==> src/rtl/core_pkg.sv <==
// pipeline widths and writeback source codes, imported by the stages and the register file
`default_nettype none

package core_pkg;

  // datapath and instruction widths
  localparam int xlen = 64;
  localparam int reg_addr_width = 5;
  localparam int inst_width = 32;

  // one-hot writeback source select
  localparam int wb_src_width = 3;
  localparam logic [wb_src_width-1:0] wb_src_ex  = 3'b001;
  localparam logic [wb_src_width-1:0] wb_src_mem = 3'b010;
  localparam logic [wb_src_width-1:0] wb_src_csr = 3'b100;

endpackage

`default_nettype wire

==> src/rtl/regfile.sv <==
// general register file of the core, written by writeback, read by the top level read ports
`timescale 1ns/100ps
`default_nettype none

module regfile
  import core_pkg::*;
(
  input  wire logic                      clk,
  input  wire logic                      reg_wr_ena,
  input  wire logic [reg_addr_width-1:0] reg_wr_addr,
  input  wire logic [xlen-1:0]           reg_wr_data,
  input  wire logic [reg_addr_width-1:0] rs1_addr,
  input  wire logic [reg_addr_width-1:0] rs2_addr,
  output logic      [xlen-1:0]           rs1_data,
  output logic      [xlen-1:0]           rs2_data
);

  // x1..x31, x0 has no storage
  logic [xlen-1:0] regs [1:31];

  always_ff @(posedge clk) begin
    if (reg_wr_ena && reg_wr_addr != '0) begin
      regs[reg_wr_addr] <= reg_wr_data;
    end
  end

  // async read, x0 reads zero
  always_comb begin
    rs1_data = '0;
    rs2_data = '0;
    if (rs1_addr != '0) begin
      rs1_data = regs[rs1_addr];
    end
    if (rs2_addr != '0) begin
      rs2_data = regs[rs2_addr];
    end
  end

endmodule

`default_nettype wire

==> config.mk <==
export PLATFORM = sky130hd
export DESIGN_NAME = regfile
export DESIGN_NICKNAME = d
export VERILOG_FILES = /design/src/rtl/core_pkg.sv /design/src/rtl/regfile.sv
export SDC_FILE = /design/constraint.sdc
export NUM_CORES = 2
export LEC_CHECK = 0
export ABC_CLOCK_PERIOD_IN_PS = 12500
export BUFFER_PORTS_ARGS = -buffer_cell sky130_fd_sc_hd__buf_2
export CAP_MARGIN = 20
export CORE_UTILIZATION = 40
export DETAILED_ROUTE_END_ITERATION = 8
export PLACE_DENSITY = 0.53
export SLEW_MARGIN = 25
export SYNTH_ARGS = -nofsm -noshare
export SYNTH_HDL_FRONTEND = slang
export SYNTH_SLANG_ARGS = --single-unit
==> constraint.sdc <==
create_clock -name clk -period 12.5 [get_ports clk]
set_input_delay 2.5 -clock clk [delete_from_list [all_inputs] [get_ports clk]]
set_output_delay 2.5 -clock clk [all_outputs]
set_load 0.005 [all_outputs]
==> flow_metrics.tcl <==
set metrics [dict create \
    grt_pass1_vias 57400 \
    synthCells 5540 \
    synthTopCellsByCount "edfxtp_1 (1,984), mux2i_1 (1,081), mux4_2 (440)" \
    slowest_stage "buf_4" \
    cpPeakStageDelay_ns 0.78 \
    synthXorXnorAreaFrac 0 \
    gr-total-overflow 0 \
    synth_area_leaders "edfxtp_1 (64%), mux2i_1 (12%), mux4_2 (11%)" \
    synth_ff_type "edfxtp_1" \
    period_needed_ns 8.63 \
    rsz0062_at_grt "false" \
    clockBufferDepth 3 \
    slew_violations 0 \
    largest_register_ffs 1984 \
    io_buffers 208 \
    path_class "in2out" \
    start_util 0.403 \
    synthArstFlopShare 0 \
    yosysTopAreaCell "edfxtp_1" \
    grt_max_degree 112 \
    cp_max_fo 46 \
    cpLargestDelayFamily "buffers and inverters" \
    routedWlPerCell_um 36.8 \
    placed_cells 8458 \
    via_per_inst 6.49 \
    multiInputGateArea_sq_um 31300 \
    synth_compound_area_frac 0.0858 \
    synth_nets 5621 \
    hold_violations 0 \
    relSlewSlack 0.248 \
    synth_seq_cells 1984 \
    gp_congestion 0.796 \
    finish.net_count 5729 \
    cts.sinks 1984 \
    htreeDepth 4 \
    hold_ws_ns 2.12 \
    die_w_um 484 \
    max_freq_ghz 0.116 \
    ys_types 37 \
    synth_area_per_cell_sq_um 16.8 \
    final_area_sq_um 104000 \
    vias 57500 \
    yosys_warnings 0 \
    power_density_nw_per_um2 143 \
    peakVddDrop_v 0.000135 \
    synth_top_family_by_area "multiplexers" \
    ctsHoldBuffers 0 \
    track_usage 0.273 \
    hold_class "in2reg" \
    rows 176 \
    synth_enable_flop_cells 1984 \
    synth-adder-area-share 0 \
    worstSetupStartpointType "input pin" \
    drive_gt1_frac 0.199 \
    finalCritPeriodShare 0.691 \
    finalSetupViolCount 0 \
    syn_to_final_growth_pct 11.8 \
    end_kind "primary output" \
    finalPower_mw 14.8 \
    placed_area_sq_um 97100 \
    cp.required_ns 10.00 \
    place_ws_ns 3.92 \
    grt_first_pass_wirelength_mm 449 \
    dr.pass1.iters 6 \
    worst_slew_pin_slew_ns 1.13 \
    root_buffer "clkbuf_16" \
    core_area_sq_um 230000 \
    cts_tree "built" \
    reg_top3 "regs x1984" \
    outcome "completed" \
    drtIter0Drc 6390 \
    maxCapViolations 0 \
    cts_buffers 212 \
    drc 0 \
    syn_area_sq_um 92800 \
    leakagePower_nw 35.3 \
    path_buf_inv 5 \
    cts_resized 0 \
    die-area_sq_um 234000 \
    fin_util 0.450 \
    dp_hpwl_mm 165 \
    crit_arrival_ns 6.13 \
    fin_cells 8851 \
    antenna_found_initial 26 \
    yosys.area_share.simple 0.0208 \
    clkTransAtPathRegs_ns 0.06 \
    synth_top_area_share 0.642 \
    synthMuxAreaShare 0.227 \
    io_pins 209 \
    crit_top_cell "buf_4" \
    seq_area_sq_um 59600 \
    cts_setup_buffers 0 \
    largest-register "regs" \
    routed_wl_mm 326 \
    yosysMostFrequentCell "edfxtp_1" \
    ys_seq_area_frac 0.642 \
    crit_chain "buf_8 > buf_4 > nor2_4 > buf_4 > buf_4 > a22oi_1 > a21oi_1 > a211oi_1 > a31oi_1 > buf_2" \
    tns_ns 0 \
    setup_ws_ns 3.87 \
    drtAntennaViolNets 0 \
    die_h_um 484 \
    nFillCells 20000 \
]
## layout make-up
class	count	share of cell area
flip-flops and latches	1984	0.574
well taps	3026	0.0365
clock buffers	262	0.0538
diodes	8	0.000193
multi-input cells	3098	0.302
repair buffers	351	0.0241
clock inverters	121	0.00931
inverters	1	0.0000362
## placed cells by master (no fill, tap or decap), types with 37 or more instances in the layout
| cell type | count |
|---|---|
| a32o_1 | 63 |
| clkinv_1 | 57 |
| buf_2 | 199 |
| clkbuf_1 | 46 |
| a211oi_1 | 128 |
| a21oi_1 | 164 |
| a22oi_1 | 368 |
| nand2_1 | 223 |
| a22o_1 | 109 |
| nor3_1 | 38 |
| nor2_1 | 101 |
| mux2i_1 | 1081 |
| a31oi_1 | 64 |
| clkinv_2 | 37 |
| clkbuf_16 | 216 |
| buf_4 | 120 |
| edfxtp_1 | 1984 |
| mux4_2 | 440 |
| o21ai_1 | 61 |
## power breakdown
| group | switching, mW | internal, mW | total, mW |
|---|---|---|---|
| clock network | 2.64 | 3.43 | 6.06 |
| registers | 0.0335 | 7.41 | 7.44 |
| logic | 0.866 | 0.476 | 1.34 |
| total | 3.54 | 11.3 | 14.8 |
## routing by layer
metal	global-route usage	wire, um	vias to the layer above
met3	0.0443	24600	598
li1	-	-	23300
met4	0.0896	11200	18
met5	0	112	-
met2	0.449	157000	2742
met1	0.368	134000	30800
## path summary, 6_finish.rpt
check	startpoint	to	slack (ns)	cells after the start
worst max-delay path	rs1_addr[1]	rs1_data[24]	3.87	10
worst min-delay path	reg_wr_data[38]	regs[19][38]	2.12	1
## cells by family after synthesis
| kind of cell | Yosys count |
|---|---|
| buf+inv | 458 |
| simple gates | 459 |
| flops | 1984 |
| compound gates | 1090 |
| mux | 1549 |
No activity file was read; power rests on OpenSTA's default activity.
