--- src/rtl/core_pkg.sv ---
// pipeline widths and writeback source codes, imported by the stages and the register file
`default_nettype none

package core_pkg;

  // datapath and instruction widths
  localparam int xlen = 64;
  localparam int reg_addr_width = 5;
  localparam int inst_width = 32;

  // one-hot writeback source select
  localparam int wb_src_width = 3;
  localparam logic [wb_src_width-1:0] wb_src_ex  = 3'b001;
  localparam logic [wb_src_width-1:0] wb_src_mem = 3'b010;
  localparam logic [wb_src_width-1:0] wb_src_csr = 3'b100;

endpackage

`default_nettype wire

--- src/rtl/wb_stage.sv ---
// writeback stage of the back end, picks the result, writes the register file and reports commits
`timescale 1ns/100ps
`default_nettype none

module wb_stage
  import core_pkg::*;
(
  input  wire logic                      clk,
  input  wire logic                      rst,
  input  wire logic                      mem_to_wb_valid,
  input  wire logic [xlen-1:0]           mem_to_wb_pc,
  input  wire logic [inst_width-1:0]     mem_to_wb_inst,
  input  wire logic                      mem_to_wb_wen,
  input  wire logic [reg_addr_width-1:0] mem_to_wb_wdest,
  input  wire logic [wb_src_width-1:0]   mem_to_wb_wb_src,
  input  wire logic [xlen-1:0]           mem_to_wb_ex_result,
  input  wire logic [xlen-1:0]           mem_to_wb_load_data,
  input  wire logic [xlen-1:0]           mem_to_wb_csr_data,
  input  wire logic                      mem_to_wb_console_valid,
  input  wire logic [7:0]                mem_to_wb_console_char,
  output logic                           wb_allowin,
  output logic                           reg_wr_ena,
  output logic [reg_addr_width-1:0]      reg_wr_addr,
  output logic [xlen-1:0]                reg_wr_data,
  output logic                           fwd_wen,
  output logic [reg_addr_width-1:0]      fwd_addr,
  output logic [xlen-1:0]                fwd_data,
  output logic                           commit_valid,
  output logic [xlen-1:0]                commit_pc,
  output logic [inst_width-1:0]          commit_inst,
  output logic                           uart_valid,
  output logic [7:0]                     uart_char
);

  logic                      wb_valid;
  logic [xlen-1:0]           wb_pc;
  logic [inst_width-1:0]     wb_inst;
  logic                      wb_wen;
  logic [reg_addr_width-1:0] wb_wdest;
  logic [wb_src_width-1:0]   wb_src;
  logic [xlen-1:0]           wb_ex_data;
  logic [xlen-1:0]           wb_load_data;
  logic [xlen-1:0]           wb_csr_data;
  logic                      wb_console;
  logic [7:0]                wb_char;
  logic                      ex_sel;
  logic                      mem_sel;
  logic                      csr_sel;

  // last stage, nothing downstream to wait on
  assign wb_allowin = 1'b1;

  always_ff @(posedge clk) begin
    if (rst) begin
      wb_valid <= 1'b0;
    end else if (wb_allowin) begin
      wb_valid <= mem_to_wb_valid;
    end
  end

  always_ff @(posedge clk) begin
    if (mem_to_wb_valid && wb_allowin) begin
      wb_pc        <= mem_to_wb_pc;
      wb_inst      <= mem_to_wb_inst;
      wb_wen       <= mem_to_wb_wen;
      wb_wdest     <= mem_to_wb_wdest;
      wb_src       <= mem_to_wb_wb_src;
      wb_ex_data   <= mem_to_wb_ex_result;
      wb_load_data <= mem_to_wb_load_data;
      wb_csr_data  <= mem_to_wb_csr_data;
      wb_console   <= mem_to_wb_console_valid;
      wb_char      <= mem_to_wb_console_char;
    end
  end

  // one-hot select, terms ORed together
  assign ex_sel  = wb_valid && |(wb_src & wb_src_ex);
  assign mem_sel = wb_valid && |(wb_src & wb_src_mem);
  assign csr_sel = wb_valid && |(wb_src & wb_src_csr);

  assign reg_wr_ena  = wb_valid && wb_wen;
  assign reg_wr_addr = wb_wdest & {reg_addr_width{wb_valid}};
  assign reg_wr_data = ({xlen{ex_sel}} & wb_ex_data)
                     | ({xlen{mem_sel}} & wb_load_data)
                     | ({xlen{csr_sel}} & wb_csr_data);

  // same write seen by the bypass network
  assign fwd_wen  = reg_wr_ena;
  assign fwd_addr = reg_wr_addr;
  assign fwd_data = reg_wr_data;

  assign commit_valid = wb_valid;
  assign commit_pc    = wb_pc & {xlen{wb_valid}};
  assign commit_inst  = wb_inst & {inst_width{wb_valid}};

  assign uart_valid = wb_valid && wb_console;
  assign uart_char  = wb_char & {8{uart_valid}};

endmodule

`default_nettype wire

--- config.mk ---
export PLATFORM = sky130hd
export DESIGN_NAME = wb_stage
export DESIGN_NICKNAME = d
export VERILOG_FILES = /design/src/rtl/core_pkg.sv /design/src/rtl/wb_stage.sv
export SDC_FILE = /design/constraint.sdc
export NUM_CORES = 1
export LEC_CHECK = 0
export BUFFER_PORTS_ARGS = -buffer_cell sky130_fd_sc_hd__buf_4
export CAP_MARGIN = 20
export CORE_AREA = 2 2 214 216
export CTS_CLUSTER_SIZE = 8
export DETAILED_ROUTE_END_ITERATION = 16
export DIE_AREA = 0 0 216 218
export PLACE_DENSITY = 0.61
export SETUP_SLACK_MARGIN = 0.15
export SLEW_MARGIN = 20
export SYNTH_ARGS = -nofsm -noshare
export SYNTH_HDL_FRONTEND = slang
export SYNTH_SLANG_ARGS = --single-unit
--- constraint.sdc ---
create_clock -name clk -period 1.6 [get_ports clk]
set_input_delay 0.16 -clock clk [delete_from_list [all_inputs] [get_ports clk]]
set_output_delay 0.16 -clock clk [all_outputs]
set_load 0.005 [all_outputs]
==> run_results.csv, run 1 <==
group,metric,value,unit
sta,fin_tns_setup,-81.41,ns
run,max_cap_viol_count,0,
layout,nets,1827,
min_path,hp-start,"mem_to_wb_pc[49]",
route,drc,0,
layout,final_core_util,0.4904,
logic_synthesis,syn_area,11720,um^2
sta,fin_crit,2.169,ns
layout,nFillCells,3660,
global_routing,grt_pass1_wl,59.77,mm
logic_synthesis,synthCells,661,
global_routing,grtUsageTotal,0.1676,
floorplanning,io_pins,556,
min_path,whs_path_depth,2,
logic_synthesis,synth.avg_cell_area,17.73,um^2
floorplanning,rows,78,
worst_setup_path,end_kind,"output port",
route,viasPerCell,4.440,
outcome,outcome,"complete, but fails checks",
outcome,violations,"setup timing",
logic_synthesis,synth_nets,970,
floorplanning,die_w,216,um
min_path,hold_path_end,"wb_pc[49]",
place,io_buffers,554,
worst_setup_path,crit_path_max_fanout,8,
clock_network,cts_made_buffers,44,
worst_setup_path,crit_arrival,2.01,ns
worst_setup_path,crit_required,1.44,ns
clock_network,clkSinkCount,307,
global_routing,antenna_found_initial,5,
sta,worst_slack,-0.5687,ns
floorplanning,core_area,44890,um^2
power,leakagePower,9.271,nW
logic_synthesis,ys_types,11,
worst_setup_path,start_kind,"flip-flop",
clock_network,cts-root-buf,"clkbuf_16",
sta,fin_crit_sh,1.355,
route,num_vias,9462,
floorplanning,die_y,218,um
route,drtPass1Iterations,5,
sta,timing.fmax,461.1,MHz
clock_network,htree_levels,2,
clock_network,clkTransAtPathRegs,0.05,ns
layout,drive_gt1_frac,0.5102,
route,drtIter0Drc,681,
power,power_density,974.9,nW/um^2
power,total_power,21.46,mW
sta,finalSetupViolations,246,
sta,final_max_slew_viol_count,0,
min_path,holdCritPathClass,"in2reg",
sta,hold_violations,0,
route,postRouteWirelength,46.51,mm
power,ir_drop,0.7598,mV
floorplanning,die-area,47090,um^2
logic_synthesis,ys_seq_area_frac,0.7859,
layout,syn_to_final_growth,87.88,%
worst_setup_path,critical_path_class,"reg2out",
place,hpwl,24.61,mm
global_routing,grt_max_degree,68,
global_routing,grt_pass1_vias,10020,
floorplanning,initial_utilization,0.2610,
route,drtAntennaViolNets,0,
logic_synthesis,ys_seq_elements,307,
place,pre_cts_slack,-0.1135,ns
route,wl_per_cell,21.83,um
clock_network,clock_path_buffers,3,
clock_network,cts_tree,"built",
global_routing,gr-total-overflow,0,
logic_synthesis,synth_warnings,0,
sta,rsz0062_at_grt,"yes",
place,place_congestion,0.7824,
==> worst max-delay path, stage by stage, from the launching register on <==
cell and delay [ns]:
edfxtp_1 0.44, buf_6 0.19, clkbuf_16 0.18, and3_1 0.18, a221o_1 0.31, buf_4 0.15
==> cell usage in the layout (no fill, tap or decap), types with 9 or more instances in the layout <==
cell and instances:
edfxtp_1 306, buf_6 95, buf_4 475, and2_4 83
and2_1 22, buf_12 18, a221o_1 63, clkbuf_1 9
dlygate4sd3_1 308, and3_1 38, and3_4 34, clkbuf_16 57
buf_16 10
==> synth_stat cells (all sizes together) <==
library cell  instances  area (um^2)
edfxtp              306         9189
and3                 72        450.4
a221o                64        640.6
buf                  88        664.4
clkbuf               23        86.33
and2                105        656.9
nor2b                 1        6.260
dfxtp                 1        20.02
conb                  1        3.750
==> worst max-delay path by stage <==
stage / from / end / slack, ns
after global routing: wb_src[0] / fwd_data[25] / -0.65
after detailed placement: wb_src[2] / fwd_data[25] / -0.11
final: wb_src[0] / fwd_data[58] / -0.57
after CTS: wb_src[2] / fwd_data[25] / -0.57
after global placement: wb_src[2] / reg_wr_data[25] / -0.09
after floorplan: wb_src[2] / reg_wr_data[10] / 0.18
==> cell families (layout without fill, tap and decap cells) <==
family / after synthesis / in the layout / synth area share
simple gates: 178 / 178 / 0.09503
other cells: 1 / 5 / 0.0003200
buf+inv: 111 / 977 / 0.06407
flops: 307 / 307 / 0.7859
compound gates: 64 / 64 / 0.05467
==> routing by layer <==
metal | global-route usage | part of all wire
met1 | 0.1892 | 0.37
met2 | 0.2976 | 0.52
met3 | 0.05676 | 0.082
met4 | 0.05365 | 0.024
met5 | 0 | 0.00045
==> power by group <==
group | total (mW) | switching, mW | internal [mW] | leakage, nW
Clock | 8.39 | 3.25 | 5.14 | 0.579
Combinational | 3.27 | 1.20 | 2.06 | 5.69
Sequential | 9.81 | 0.226 | 9.58 | 3.00
==> cell type report <==
class                      instances  area [um^2]  share of cell area
tap                              600        750.7             0.03410
clock buffer                      54         1160             0.05269
sequential                       307         9213              0.4185
multi-input combinational        243         2137             0.09707
timing repair buffer             922         8715              0.3959
antenna                            4        10.01           0.0004547
clock inverter                     1        30.03            0.001364
==> what timing repair did <==
item	CTS	global route
cloned	8	17
setup buffers	4	5
pin swaps	30	31
endpoints found under the setup margin	246	246
gates resized for setup	21	218
hold buffers	308	0
hold endpoints to repair	322	0
==> sequential cells by signal, summed over array words and instances, names as in the netlist <==
name / count
commit_valid: 1
wb_char: 8
wb_console: 1
wb_csr_data: 64
wb_ex_data: 64
wb_inst: 32
wb_load_data: 64
wb_pc: 64
wb_src: 3
wb_wdest: 5
wb_wen: 1
==> metrics by stage <==
step                      area, um^2  cells  hold WS (ns)
final                          22010   2131        0.3328
after global routing           22010   2130        0.3077
after CTS                      20820   2105        0.2965
after detailed placement       16240   1730        0.3392
after global placement         16240   1730        0.3381
after floorplan                11720    661        0.2316
Note: power is estimated with default switching activity, not from simulation.
==> inputs of run 2 (changes only) <==
--- a/config.mk
+++ b/config.mk
@@ -11,7 +11,7 @@
 export CTS_CLUSTER_SIZE = 8
 export DETAILED_ROUTE_END_ITERATION = 16
 export DIE_AREA = 0 0 216 218
-export PLACE_DENSITY = 0.61
+export MAX_ROUTING_LAYER = met4
 export SETUP_SLACK_MARGIN = 0.15
 export SLEW_MARGIN = 20
 export SYNTH_ARGS = -nofsm -noshare
==> run 2 against run 1 <==
- the flow still finishes with violations (setup timing)
- non-clock buffer count is 15 lower
- first-iteration DRC count fell by 15%
- maximum frequency increased by 4.7%
- utilization fell by 1.9 points
- hold slack worse by 0.011 ns
- global-route usage rose by 0.31 points
- cell count fell by 0.99%
- count of clock-buffer cells in the layout shrank 6
- routed wire length fell by 9.1%
- critical endpoint is now reg_wr_data[17]
==> run_results.csv, run 2 (synthesized netlist as in run 1, its figures left out) <==
group,metric,value,unit
floorplanning,die_w,216,um
min_path,hp-start,"mem_to_wb_pc[49]",
sta,worst_slack,-0.4710,ns
sta,whs,0.3218,ns
worst_setup_path,worstPathCellList,"and2_4, buf_12, a221o_1, buf_4",
layout,final_common_cell,"buf_4",
worst_setup_path,crit_arrival,1.91,ns
power,power_density,986.9,nW/um^2
global_routing,grt_max_degree,79,
route,postRouteWirelength,42.27,mm
outcome,violations,"setup timing",
global_routing,antenna_found_initial,3,
sta,rsz0062_at_grt,"yes",
worst_setup_path,crit_required,1.44,ns
power,leakagePower,9.053,nW
worst_setup_path,slowest_stage,"a221o_1",
floorplanning,die_y,218,um
sta,fin_crit_sh,1.294,
worst_setup_path,end_kind,"output port",
worst_setup_path,worst_path_largest_cell_delay,0.39,ns
route,wl_per_cell,20.03,um
clock_network,cts_made_buffers,44,
worst_setup_path,crit_path_max_fanout,8,
sta,timing.fmax,482.9,MHz
outcome,outcome,"complete, but fails checks",
route,drtPass1Iterations,4,
clock_network,clkTransAtPathRegs,0.05,ns
global_routing,gr-total-overflow,0,
global_routing,grt_pass1_vias,10060,
global_routing,grtUsageTotal,0.1707,
worst_setup_path,critical_path_class,"reg2out",
run,max_cap_viol_count,0,
route,drtAntennaViolNets,0,
floorplanning,initial_utilization,0.2610,
clock_network,clock_path_buffers,3,
route,num_vias,9171,
place,hpwl,25.69,mm
sta,finalSetupViolations,245,
layout,drive_gt1_frac,0.4569,
min_path,hold_path_end,"wb_pc[49]",
place,place_congestion,0.8475,
min_path,whs_path_depth,2,
clock_network,clkSinkCount,307,
clock_network,cts_tree,"built",
min_path,holdCritPathClass,"in2reg",
floorplanning,rows,78,
sta,final_max_slew_viol_count,0,
sta,fin_crit,2.071,ns
clock_network,htree_levels,2,
layout,syn_to_final_growth,80.68,%
route,drtIter0Drc,580,
floorplanning,die-area,47090,um^2
floorplanning,io_pins,556,
place,pre_cts_slack,0.0006615,ns
route,drc,0,
clock_network,cts-root-buf,"clkbuf_16",
layout,final_cell_mix,"buf_4, dlygate4sd3_1, edfxtp_1",
power,total_power,20.89,mW
place,io_buffers,554,
layout,nets,1812,
route,viasPerCell,4.346,
power,ir_drop,0.7918,mV
worst_setup_path,start_kind,"flip-flop",
sta,hold_violations,0,
global_routing,grt_pass1_wl,58.89,mm
layout,nFillCells,3732,
floorplanning,core_area,44890,um^2
-- run 2: critical path: cells and delay by family, from the launching register on --
| kind | cells | cell delay (ns) |
|---|---|---|
| simple gates | 1 | 0.24 |
| flops | 1 | 0.38 |
| buf+inv | 2 | 0.35 |
| compound gates | 1 | 0.39 |
-- run 2: worst max-delay path by stage --
stage / start / endpoint / slack [ns] / depth (start not counted)
final: wb_src[1] / reg_wr_data[17] / -0.47 / 4
after CTS: wb_src[0] / fwd_data[32] / -0.50 / 4
after global placement: wb_src[2] / reg_wr_data[2] / 0.001 / 4
after floorplan: wb_src[2] / reg_wr_data[10] / 0.18 / 5
after global routing: wb_src[1] / reg_wr_data[25] / -0.54 / 4
after detailed placement: wb_src[2] / reg_wr_data[17] / 0.0007 / 4
-- run 2: repair_timing --
item | 4_1_cts | 5_1_grt
hold buffers | 308 | 0
cloned | 8 | 4
setup endpoints to repair | 246 | 246
hold endpoints to repair | 317 | 0
pin swaps | 47 | 10
buffers inserted | 3 | 0
gates resized for setup | 90 | 8
-- run 2: area by class of cell --
type / count / area (um^2) / share of cell area
clock inverters: 3 / 21.27 / 0.001005
diodes: 2 / 5.005 / 0.0002364
flip-flops and latches: 307 / 9213 / 0.4351
multi-input cells: 243 / 1863 / 0.08800
repair buffers: 907 / 8182 / 0.3864
clock buffers: 48 / 1137 / 0.05372
well taps: 600 / 750.7 / 0.03546
-- run 2: per-stage QoR --
stage	area (um^2)	std cells	util	TNS, ns
finish	21170	2110	0.4716	-82.53
global route	21170	2110	0.4716	-104.08
CTS	21040	2104	0.4687	-90.21
detailed placement	16270	1734	0.3623	0
global placement	16270	1734	0.3623	0
floorplan	11720	661	-	0
-- run 2: report_power, final --
group	switching, mW	internal, mW
Combinational	1.09	1.87
Clock	3.20	4.94
Sequential	0.213	9.58
Total	4.50	16.4
-- run 2: routing by layer --
metal  part of all wire  wire length, um  global-route usage
met5                  0                0                   -
met4              0.028             1204             0.06119
met3              0.073             3091             0.04826
met2               0.50            21110              0.2848
met1               0.40            16870              0.1969
==> inputs of run 3 (changes only) <==
--- a/config.mk
+++ b/config.mk
@@ -5,12 +5,13 @@
 export SDC_FILE = /design/constraint.sdc
 export NUM_CORES = 1
 export LEC_CHECK = 0
+export ABC_AREA = 1
 export BUFFER_PORTS_ARGS = -buffer_cell sky130_fd_sc_hd__buf_4
 export CAP_MARGIN = 20
-export CORE_AREA = 2 2 214 216
+export CORE_AREA = 2 2 219 221
 export CTS_CLUSTER_SIZE = 8
 export DETAILED_ROUTE_END_ITERATION = 16
-export DIE_AREA = 0 0 216 218
+export DIE_AREA = 0 0 221 223
 export MAX_ROUTING_LAYER = met4
 export SETUP_SLACK_MARGIN = 0.15
 export SLEW_MARGIN = 20
==> run 3 against run 2 <==
- the run still ends with setup timing left
- critical path depth up 1
- non-clock buffer count rose by 33
- synthesized cell count is 38% higher
- sequential share of layout area fell by 3.1 points
- sequential cell count stayed put
- global-route usage fell by 0.44 points
- via count up 14%
- die area increased by 4.7%
- count of clock-buffer cells in the layout is 1 lower
- synthesized area grew 4.6%
- largest cell class unchanged
==> run_results.csv, run 3 <==
group,metric,value,unit
sta,rsz0062_at_grt,"yes",
logic_synthesis,ys_seq_area_frac,0.7513,
power,power.share.switching,0.2284,
clock_network,clock_path_buffers,3,
clock_network,clkSinkCount,307,
worst_setup_path,slowest_stage,"edfxtp_1",
power,leakagePower,10.35,nW
floorplanning,die_w,221,um
logic_synthesis,synth.avg_cell_area,13.43,um^2
worst_setup_path,end_kind,"output port",
sta,whs,0.3273,ns
worst_setup_path,worst_path_largest_cell_delay,0.46,ns
logic_synthesis,synthArstFlopShare,0,
min_path,holdCritPathClass,"in2reg",
logic_synthesis,ys_seq_elements,307,
logic_synthesis,netlist_top_cells_area,"edfxtp_1, nand3_1, buf_4",
power,p_seq_frac,0.459,
logic_synthesis,synth_most_common_cell,"edfxtp_1",
route,drtPass1Iterations,5,
power,p_clk_frac,0.381,
clock_network,htree_levels,2,
worst_setup_path,crit_arrival,1.74,ns
worst_setup_path,critical_path_class,"reg2out",
sta,hold_violations,0,
logic_synthesis,synth_warnings,0,
power,comb_power_share,0.160,
layout,drive_gt1_frac,0.4618,
layout,stdcell_area,22790,um^2
worst_setup_path,critPathTopFamily,"buffers and inverters",
logic_synthesis,synth_nets,1222,
outcome,outcome,"complete, but fails checks",
floorplanning,initial_utilization,0.2600,
logic_synthesis,yosysTopAreaCell,"edfxtp_1",
layout,final_core_util,0.4835,
place,io_buffers,554,
floorplanning,die-area,49280,um^2
worst_setup_path,crit_required,1.44,ns
route,drc,0,
place,placed_area,16790,um^2
layout,syn_to_final_growth,85.96,%
place,place_congestion,0.8208,
layout,register_area,9213,um^2
logic_synthesis,syn_area,12260,um^2
sta,final_max_slew_viol_count,0,
logic_synthesis,ys_top_cells_by_count,"edfxtp_1, nand3_1, inv_1",
place,pre_cts_slack,0.1343,ns
layout,nFillCells,3889,
global_routing,antenna_found_initial,1,
floorplanning,io_pins,556,
sta,timing.fmax,525.8,MHz
power,total_power,21.42,mW
clock_network,cts-root-buf,"clkbuf_16",
global_routing,grtUsageTotal,0.1663,
layout,final_common_cell,"buf_4",
sta,fin_crit_sh,1.189,
clock_network,clkTransAtPathRegs,0.05,ns
layout,final_cells,2394,
layout,final_cell_mix,"buf_4, dlygate4sd3_1, edfxtp_1",
sta,worst_slack,-0.3018,ns
sta,fin_crit,1.902,ns
sta,fin_tns_setup,-48.95,ns
logic_synthesis,yosys.area.top_type_share,0.7496,
worst_setup_path,cp-startpoint,"wb_src[0]",
logic_synthesis,ys_types,11,
power,ir_drop,0.7551,mV
run,max_cap_viol_count,0,
place,dp.cells,2005,
place,hpwl,25.71,mm
clock_network,cts_tree,"built",
worst_setup_path,start_kind,"flip-flop",
layout,multiInputGateArea,2601,um^2
global_routing,grt_pass1_wl,61.98,mm
worst_setup_path,path_buf_inv,3,
route,wl_per_cell,18.68,um
power,internal-power,16.53,mW
outcome,violations,"setup timing",
floorplanning,rows,80,
global_routing,grt_max_degree,66,
floorplanning,die_y,223,um
route,drtIter0Drc,556,
route,viasPerCell,4.373,
clock_network,cts_made_buffers,44,
sta,finalSetupViolations,245,
floorplanning,core_area,47150,um^2
route,drtAntennaViolNets,0,
layout,nets,2083,
power,power_density,939.8,nW/um^2
route,postRouteWirelength,44.72,mm
logic_synthesis,synth-edff-count,306,
worst_setup_path,crit_path_max_fanout,7,
global_routing,gr-total-overflow,0,
worst_setup_path,worstPathCellList,"buf_12, clkbuf_16, nand3_2, nand3_4, buf_6",
logic_synthesis,synthCells,913,
power,power.switching,4.892,mW
min_path,hp-start,"mem_to_wb_console_char[6]",
global_routing,grt_pass1_vias,11090,
logic_synthesis,synth_top_flop_cell,"edfxtp_1",
route,num_vias,10470,
-- run 3: area by class of cell --
type | count | share of cell area
sequential | 307 | 0.4042
clock inverter | 3 | 0.0009880
inverter | 112 | 0.01844
multi-input combinational | 369 | 0.1141
clock buffer | 47 | 0.04973
antenna | 1 | 0.0001098
timing repair buffer | 940 | 0.3787
tap | 615 | 0.03376
-- run 3: repair_timing --
item / CTS / global route
gates resized for setup: 103 / 144
buffers inserted: 5 / 4
endpoints found under the setup margin: 246 / 246
gates cloned: 8 / 13
pin swaps: 6 / 33
hold buffers: 308 / 0
hold endpoints to repair: 318 / 0
-- run 3: worst paths after layout --
| check | to | depth (start not counted) |
|---|---|---|
| worst max-delay path | reg_wr_data[13] | 5 |
| worst min-delay path | wb_char[6] | 2 |
-- run 3: cells by family after synthesis --
group / synth area share
flops: 0.7513
other cells: 0.0003059
simple gates: 0.1390
buf+inv: 0.1094
-- run 3: power groups by stage --
stage          Clock (mW)  Sequential (mW)  Combinational, mW
2_1_floorplan           0             9.85              0.789
6_report             8.16             9.83               3.43
3_3_place_gp            0             9.91               2.18
3_5_place_dp            0             9.92               2.21
5_1_grt              8.72             9.87               3.64
4_1_cts              8.40             9.79               3.07
-- run 3: metal layers --
layer / vias to the layer above / wire (um) / share of wire / GRT usage
li1: 4828 / - / - / -
met1: 5098 / 17000 / 0.38 / 0.1857
met2: 464 / 24290 / 0.54 / 0.2990
met3: 80 / 2314 / 0.052 / 0.02963
met4: 0 / 1102 / 0.025 / 0.05651
met5: - / 0 / 0 / -
